`src/wb_xbar_pkg.sv`:
```
// Wishbone multicast interconnect package with widths, the fixed address map and FSM states
package wb_xbar_pkg;

  // Bus widths
  localparam int unsigned ADDR_W = 32;
  localparam int unsigned DATA_W = 32;
  localparam int unsigned SEL_W  = DATA_W / 8;

  // Target ports behind the interconnect
  localparam int unsigned NUM_TARGETS = 4;
  localparam int unsigned TGT_IDX_W   = $clog2(NUM_TARGETS);

  // Address, multicast mask, base and region mask all share this width
  typedef logic [ADDR_W-1:0] adr_t;

  // Write and read data words
  typedef logic [DATA_W-1:0] dat_t;

  // Byte lane select
  typedef logic [SEL_W-1:0] sel_t;

  // One bit per target port
  typedef logic [NUM_TARGETS-1:0] tgt_mask_t;

  // Index of a single target port
  typedef logic [TGT_IDX_W-1:0] tgt_idx_t;

  // Base address of each target, index 0 in the lowest slot
  localparam adr_t [NUM_TARGETS-1:0] TGT_BASE = {
    32'h0000_3000,
    32'h0000_2000,
    32'h0000_1000,
    32'h0000_0000
  };

  // Offset bits inside one 4 KiB region
  // These bits never take part in target selection
  localparam adr_t TGT_REGION_MASK = 32'h0000_0FFF;

  // Exclusive end of each target region
  localparam adr_t [NUM_TARGETS-1:0] TGT_END = {
    32'h0000_4000,
    32'h0000_3000,
    32'h0000_2000,
    32'h0000_1000
  };

  // Fan-out controller states
  //   FAN_IDLE  waiting for a request, or finishing one in its first cycle
  //   FAN_BUSY  request issued, some selected targets still owe an ack
  //   FAN_ERR   decode error, err is returned for this one cycle
  typedef enum logic [1:0] {
    FAN_IDLE,
    FAN_BUSY,
    FAN_ERR
  } fanout_state_t;

endpackage

```
`src/wb_mcast_decode.sv`:
```
// Multicast write decoder that maps an address and a multicast mask onto a target select mask
`timescale 1ns/1ns

module wb_mcast_decode (
  input  wb_xbar_pkg::adr_t      adr_i,
  input  wb_xbar_pkg::adr_t      mcast_mask_i,
  output wb_xbar_pkg::tgt_mask_t select_o
);

  // Bits that must agree with a target's base address
  // A bit set in the request mask or inside the region is a don't-care
  wb_xbar_pkg::adr_t care_mask;

  // Per-target mismatch vectors, restricted to the cared-for bits
  wb_xbar_pkg::adr_t [wb_xbar_pkg::NUM_TARGETS-1:0] diff;

  assign care_mask = ~(mcast_mask_i | wb_xbar_pkg::TGT_REGION_MASK);

  for (genvar t = 0; t < wb_xbar_pkg::NUM_TARGETS; t++) begin : gen_match
    // Bits where the address and the base differ and that still count
    assign diff[t] = (adr_i ^ wb_xbar_pkg::TGT_BASE[t]) & care_mask;

    // Target is hit when nothing relevant differs
    assign select_o[t] = (diff[t] == '0);
  end

  // Examples with the default map
  //   adr 0x0000_0010, mask 0x0000_0000 -> target 0 only
  //   adr 0x0000_0010, mask 0x0000_1000 -> targets 0 and 1
  //   adr 0x0000_0010, mask 0x0000_3000 -> all four targets
  //   adr 0x0000_4010, mask 0x0000_0000 -> none, a write decode error
  // The caller treats an all-zero select_o as the error case

endmodule

```
`src/wb_read_decode.sv`:
```
// Interval read decoder that maps an address onto one target index and a hit flag
`timescale 1ns/1ns

module wb_read_decode (
  input  wb_xbar_pkg::adr_t    adr_i,
  output wb_xbar_pkg::tgt_idx_t index_o,
  output logic                  hit_o
);

  // One flag per target whose half-open interval holds the address
  wb_xbar_pkg::tgt_mask_t in_range;

  for (genvar t = 0; t < wb_xbar_pkg::NUM_TARGETS; t++) begin : gen_range
    assign in_range[t] = (adr_i >= wb_xbar_pkg::TGT_BASE[t]) &&
                         (adr_i <  wb_xbar_pkg::TGT_END[t]);
  end

  // Any interval hit at all
  assign hit_o = |in_range;

  // Priority encoder, lowest matching index wins
  // Walk from the top so a lower hit overrides a higher one
  always_comb begin
    index_o = '0;
    for (int i = wb_xbar_pkg::NUM_TARGETS - 1; i >= 0; i--) begin
      if (in_range[i]) begin
        index_o = wb_xbar_pkg::tgt_idx_t'(i);
      end
    end
  end

  // With the default map the intervals do not overlap
  // Index is don't-care when hit_o is low

endmodule

```
`src/wb_mcast_fanout.sv`:
```
// Fan-out controller that strobes the selected targets, collects acks and answers the initiator
`timescale 1ns/1ns

module wb_mcast_fanout (
  input  logic                                            clk_i,
  input  logic                                            rst_n_i,
  // Initiator request
  input  logic                                            cyc_i,
  input  logic                                            stb_i,
  input  logic                                            we_i,
  // Decoder results
  input  wb_xbar_pkg::tgt_mask_t                          wr_select_i,
  input  wb_xbar_pkg::tgt_idx_t                           rd_index_i,
  input  logic                                            rd_hit_i,
  // Target responses
  input  wb_xbar_pkg::tgt_mask_t                          tgt_ack_i,
  input  wb_xbar_pkg::dat_t [wb_xbar_pkg::NUM_TARGETS-1:0] tgt_dat_i,
  // Initiator response
  output logic                                            ack_o,
  output logic                                            err_o,
  output wb_xbar_pkg::dat_t                               dat_o,
  // Target strobes
  output wb_xbar_pkg::tgt_mask_t                          tgt_cyc_o,
  output wb_xbar_pkg::tgt_mask_t                          tgt_stb_o,
  output wb_xbar_pkg::tgt_mask_t                          tgt_we_o
);

  wb_xbar_pkg::fanout_state_t state_q;
  wb_xbar_pkg::fanout_state_t state_d;

  // Targets that already acked the current write
  wb_xbar_pkg::tgt_mask_t acked_q;
  wb_xbar_pkg::tgt_mask_t acked_d;

  wb_xbar_pkg::tgt_mask_t rd_onehot;
  wb_xbar_pkg::tgt_mask_t target_mask;
  wb_xbar_pkg::tgt_mask_t pending;
  wb_xbar_pkg::tgt_mask_t acked_now;

  logic req;
  logic active;
  logic no_target;
  logic done;

  assign req = cyc_i & stb_i;

  // Reads go to a single target, only when the interval decoder hit
  assign rd_onehot = rd_hit_i ? (wb_xbar_pkg::tgt_mask_t'(1) << rd_index_i) : '0;

  // The one place where we_i picks between the two decoders
  assign target_mask = we_i ? wr_select_i : rd_onehot;
  assign no_target   = (target_mask == '0);

  // No target is touched while the error cycle is returned
  assign active = req & (state_q != wb_xbar_pkg::FAN_ERR);

  // Selected targets still owing an ack
  assign pending = target_mask & ~acked_q;

  // Acks seen so far including this cycle
  assign acked_now = acked_q | (tgt_ack_i & pending);

  // Last outstanding ack arrives in this cycle
  assign done = active & ~no_target & ((acked_now & target_mask) == target_mask);

  // Target side
  assign tgt_cyc_o = active ? target_mask : '0;
  assign tgt_stb_o = active ? pending : '0;
  assign tgt_we_o  = tgt_cyc_o & {wb_xbar_pkg::NUM_TARGETS{we_i}};

  // Initiator side
  assign ack_o = done;
  assign err_o = (state_q == wb_xbar_pkg::FAN_ERR);
  assign dat_o = tgt_dat_i[rd_index_i];

  always_comb begin
    state_d = state_q;
    acked_d = acked_q;
    case (state_q)
      wb_xbar_pkg::FAN_IDLE: begin
        if (req) begin
          if (no_target) begin
            state_d = wb_xbar_pkg::FAN_ERR;
          end else if (done) begin
            // Single-cycle completion, nothing to remember
            acked_d = '0;
          end else begin
            state_d = wb_xbar_pkg::FAN_BUSY;
            acked_d = acked_now;
          end
        end
      end
      wb_xbar_pkg::FAN_BUSY: begin
        if (!req || done) begin
          // Completed, or the initiator gave up the cycle
          state_d = wb_xbar_pkg::FAN_IDLE;
          acked_d = '0;
        end else begin
          acked_d = acked_now;
        end
      end
      wb_xbar_pkg::FAN_ERR: begin
        // err is held for exactly this one cycle
        state_d = wb_xbar_pkg::FAN_IDLE;
        acked_d = '0;
      end
      default: begin
        state_d = wb_xbar_pkg::FAN_IDLE;
        acked_d = '0;
      end
    endcase
  end

  always_ff @(posedge clk_i) begin
    if (!rst_n_i) begin
      state_q <= wb_xbar_pkg::FAN_IDLE;
      acked_q <= '0;
    end else begin
      state_q <= state_d;
      acked_q <= acked_d;
    end
  end

endmodule

```
`src/wb_mcast_xbar.sv`:
```
// Wishbone classic multicast interconnect with one initiator port and four target ports
`timescale 1ns/1ns

module wb_mcast_xbar (
  input  logic                                            clk_i,
  input  logic                                            rst_n_i,
  // Initiator port
  input  logic                                            cyc_i,
  input  logic                                            stb_i,
  input  logic                                            we_i,
  input  wb_xbar_pkg::adr_t                               adr_i,
  input  wb_xbar_pkg::dat_t                               dat_i,
  input  wb_xbar_pkg::sel_t                               sel_i,
  input  wb_xbar_pkg::adr_t                               mcast_mask_i,
  output wb_xbar_pkg::dat_t                               dat_o,
  output logic                                            ack_o,
  output logic                                            err_o,
  // Target ports
  output wb_xbar_pkg::tgt_mask_t                          tgt_cyc_o,
  output wb_xbar_pkg::tgt_mask_t                          tgt_stb_o,
  output wb_xbar_pkg::tgt_mask_t                          tgt_we_o,
  output wb_xbar_pkg::adr_t                               tgt_adr_o,
  output wb_xbar_pkg::dat_t                               tgt_dat_o,
  output wb_xbar_pkg::sel_t                               tgt_sel_o,
  input  wb_xbar_pkg::tgt_mask_t                          tgt_ack_i,
  input  wb_xbar_pkg::dat_t [wb_xbar_pkg::NUM_TARGETS-1:0] tgt_dat_i
);

  wb_xbar_pkg::tgt_mask_t wr_select;
  wb_xbar_pkg::tgt_idx_t  rd_index;
  logic                   rd_hit;

  // Every target sees the request fields unchanged
  assign tgt_adr_o = adr_i;
  assign tgt_dat_o = dat_i;
  assign tgt_sel_o = sel_i;

  // Write path decode, address plus multicast mask
  wb_mcast_decode u_mcast_decode (
    .adr_i       (adr_i),
    .mcast_mask_i(mcast_mask_i),
    .select_o    (wr_select)
  );

  // Read path decode, interval match on the address alone
  wb_read_decode u_read_decode (
    .adr_i  (adr_i),
    .index_o(rd_index),
    .hit_o  (rd_hit)
  );

  wb_mcast_fanout u_fanout (
    .clk_i      (clk_i),
    .rst_n_i    (rst_n_i),
    .cyc_i      (cyc_i),
    .stb_i      (stb_i),
    .we_i       (we_i),
    .wr_select_i(wr_select),
    .rd_index_i (rd_index),
    .rd_hit_i   (rd_hit),
    .tgt_ack_i  (tgt_ack_i),
    .tgt_dat_i  (tgt_dat_i),
    .ack_o      (ack_o),
    .err_o      (err_o),
    .dat_o      (dat_o),
    .tgt_cyc_o  (tgt_cyc_o),
    .tgt_stb_o  (tgt_stb_o),
    .tgt_we_o   (tgt_we_o)
  );

endmodule

```
`config.mk`:
```
export PLATFORM = sky130hd
export DESIGN_NAME = wb_mcast_xbar
export DESIGN_NICKNAME = d
export VERILOG_FILES = /design/src/wb_xbar_pkg.sv /design/src/wb_mcast_decode.sv /design/src/wb_read_decode.sv /design/src/wb_mcast_fanout.sv /design/src/wb_mcast_xbar.sv
export SDC_FILE = /design/constraint.sdc
export NUM_CORES = 1
export LEC_CHECK = 0
export ABC_AREA = 0
export ABC_CLOCK_PERIOD_IN_PS = 2300
export BUFFER_PORTS_ARGS = -buffer_cell sky130_fd_sc_hd__buf_2
export CORE_AREA = 2 2 136 138
export CTS_CLUSTER_SIZE = 10
export DETAILED_ROUTE_END_ITERATION = 10
export DIE_AREA = 0 0 138 140
export PLACE_DENSITY = 0.49
export REMOVE_ABC_BUFFERS = 1
export SLEW_MARGIN = 20
export SYNTH_ARGS = -nofsm -noshare
export SYNTH_HDL_FRONTEND = slang
export SYNTH_SLANG_ARGS = --single-unit
export TNS_END_PERCENT = 100
```
`constraint.sdc`:
```
create_clock -name clk_i -period 2.3 [get_ports clk_i]
set_input_delay 0.115 -clock clk_i [delete_from_list [all_inputs] [get_ports clk_i]]
set_output_delay 0.115 -clock clk_i [all_outputs]
set_load 0.005 [all_outputs]
```
==> results.py <==
metrics = {
    "synth": {
        "synth_ff_type": "dfxtp_1",
        "yosysWarningCount": 0,
        "synth-edff-count": 0,
        "postSynthAreaPerCell_sq_um": 6.27,
        "syn_inst": 364,
        "netlist_area_sq_um": 2280,
        "synth-seq-cells": 6,
        "seq_area_frac_synth_pct": 5.26,
        "netlist-cell-type-count": 42,
        "async_reset_ff_share_pct": 0,
    },
    "setup_path": {
        "max_stage_delay_ns": 0.56,
        "cp_num_buf_inv": 2,
        "end_kind": "primary output",
        "cp_max_fo": 6,
        "required_ns": 2.18,
        "critical_path_class": "flop to primary output",
        "slowest_stage": "or4_1",
        "r2r_slack_ns": 0.30,
        "cp_top_family": "compound AO/OA/AOI/OAI gates",
        "start_kind": "flop",
        "path_cells": "or4_1 > a2111o_1 > o31ai_2 > a2111oi_4 > buf_4 > buf_2",
        "arrival_ns": 2.05,
    },
    "clock_tree": {
        "cts_htree_levels": 1,
        "insertion_delay_ns": 0.23,
        "cts_buffers": 3,
        "clockBufferDepth": 2,
        "postCtsHoldBufs": 0,
        "root_buffer": "clkbuf_16",
        "cts.sinks": 6,
        "tritoncts": "done",
        "clk_pin_slew_ns": 0.04,
    },
    "route": {
        "wire_per_inst_microns": 19.0,
        "wl_microns": 14400,
        "first_iter_violations": 111,
        "postRouteAntennaNets": 0,
        "vias": 3301,
        "drt_first_pass_iters": 5,
        "drcViolationCount": 0,
        "viasPerCell": 4.34,
    },
    "timing": {
        "hold_viol_final": 0,
        "worst_slew_pin_slew_ns": 0.633,
        "maxSlewViolCount": 0,
        "setup_violations": 0,
        "finalClockSkew_ns": 0.00223,
        "slew_headroom_pct": 57.6,
        "fin_crit_ns": 2.16,
        "rsz0062_at_grt": "false",
        "finalCritPeriodShare_pct": 93.9,
        "fmax_ghz": 0.463,
    },
    "final_layout": {
        "multi_input_area_sq_um": 1540,
        "layout-drive-gt1-share_pct": 50.7,
        "antenna_cells": 0,
        "final_util_pct": 19.1,
        "fin_cells": 760,
        "fill_cells": 2094,
        "syn_to_final_growth_pct": 48.5,
        "nNetsFinal": 770,
        "regArea_sq_um": 120,
    },
    "min_path": {
        "min_path_type": "primary input to flop",
    },
    "global_route": {
        "track_usage_pct": 13.7,
        "grt_pass1_wl_microns": 20100,
        "antenna_found_initial": 0,
        "grt_start_max_net_pins": 65,
        "grt-ovfl-total": 0,
        "grt_pass1_vias": 3160,
    },
    "place": {
        "portBuffers": 242,
        "dp_hpwl_microns": 12100,
        "place_congestion": 0.798,
        "place_inst": 757,
    },
    "floorplan": {
        "start_util_pct": 12.8,
        "coreArea_sq_um": 17800,
        "io_pins": 351,
        "die_w_microns": 138,
        "rows": 49,
        "dieArea_sq_um": 19300,
        "die_y_microns": 140,
    },
    "power_and_ir_drop": {
        "power.leakage_nw": 1.62,
        "irDropWorstVdd_mv": 0.165,
        "powerDensity_nw_per_um2": 227,
        "power_w": 0.000769,
    },
    "job": {
        "cap_violations": 0,
    },
    "run_status": {
        "outcome": "finished, final reports clean",
    },
}
==> logic make-up (layout without fill, tap and decap cells) <==
kind of cell	Yosys count	after routing	share of synthesized area (%)
simple gates	162	162	35.7
buf+inv	101	268	28.2
compound gates	95	95	30.8
flops	6	6	5.26
==> routing by layer <==
layer	GRT usage, %	share of wire [%]
met4	0.806	0.17
met5	4.51	0.67
met2	22.7	45
met3	11.0	19
met1	14.0	35
==> synthesized netlist by cell type, types with 6 or more instances <==
master,instances,area (sq um)
a211oi_1,34,255
a31oi_1,34,213
and2_1,34,213
buf_4,68,510
clkbuf_1,19,71.3
dfxtp_1,6,120
inv_1,10,37.5
nand2_1,71,267
nand2b_1,10,62.6
nor2_1,7,26.3
nor2b_1,10,62.6
nor3_1,12,60.1
nor4_1,8,50.1
==> per-stage QoR <==
step	hold slack, ns	cell area, sq um	setup WS (ns)	setup TNS (ns)
final	0.216	3390	0.139	0
after global routing	0.230	3390	0.00968	0
after CTS	0.211	3380	0.0978	0
after detailed placement	0.230	3300	-0.0261	-0.0261
after global placement	0.230	3300	0.0270	0
after floorplan	0.230	1680	-0.374	-11.92
==> registers in the layout (all words and copies together), names as in the netlist <==
name              cells
u_fanout.acked_q      4
u_fanout.state_q      2
==> worst paths after layout <==
path	start	to	depth (start not counted)
worst max-delay path	u_fanout.acked_q[0]	ack_o	6
worst min register to register	u_fanout.state_q[0]	u_fanout.state_q[1]	1
worst min-delay path	rst_n_i	u_fanout.state_q[0]	3
worst max register to register	u_fanout.acked_q[0]	u_fanout.state_q[0]	6
==> worst min-delay path: stages <==
cell and delay [ns]:
buf_2 0.10, nand2b_1 0.12, nor4_2 0.06
==> area by class of cell <==
class | instances | share of cell area, %
Multi-Input combinational cell | 257 | 45.5
Timing Repair Buffer | 254 | 39.1
Tap cell | 229 | 8.45
Sequential cell | 6 | 3.54
Clock buffer | 3 | 2.21
Inverter | 11 | 1.22
==> report_power, final <==
part | switching, W | internal, W | total [W]
clock | 0.0000639 | 0.000224 | 0.000288
sequential | 0.000000405 | 0.000105 | 0.000106
combinational | 0.000172 | 0.000204 | 0.000376
total | 0.000237 | 0.000533 | 0.000769
==> what timing repair did <==
action	in CTS	in global routing
pin swaps	0	1
gates resized for setup	1	2
setup buffers	0	0
setup endpoints to repair	1	14
==> layout by cell type, fill, tap and decap left out, types with 6 or more instances in the layout <==
cell / synthesis / routed
buf_2: 1 / 242
a31oi_1: 34 / 34
and2_1: 34 / 34
buf_4: 68 / 10
nor2_1: 7 / 6
nand2_1: 71 / 70
nand2b_1: 10 / 10
inv_1: 10 / 10
nor4_1: 8 / 7
nor2b_1: 10 / 10
nor3_1: 12 / 11
dfxtp_1: 6 / 6
a211oi_1: 34 / 33
Power figures use the tool's default switching activity.
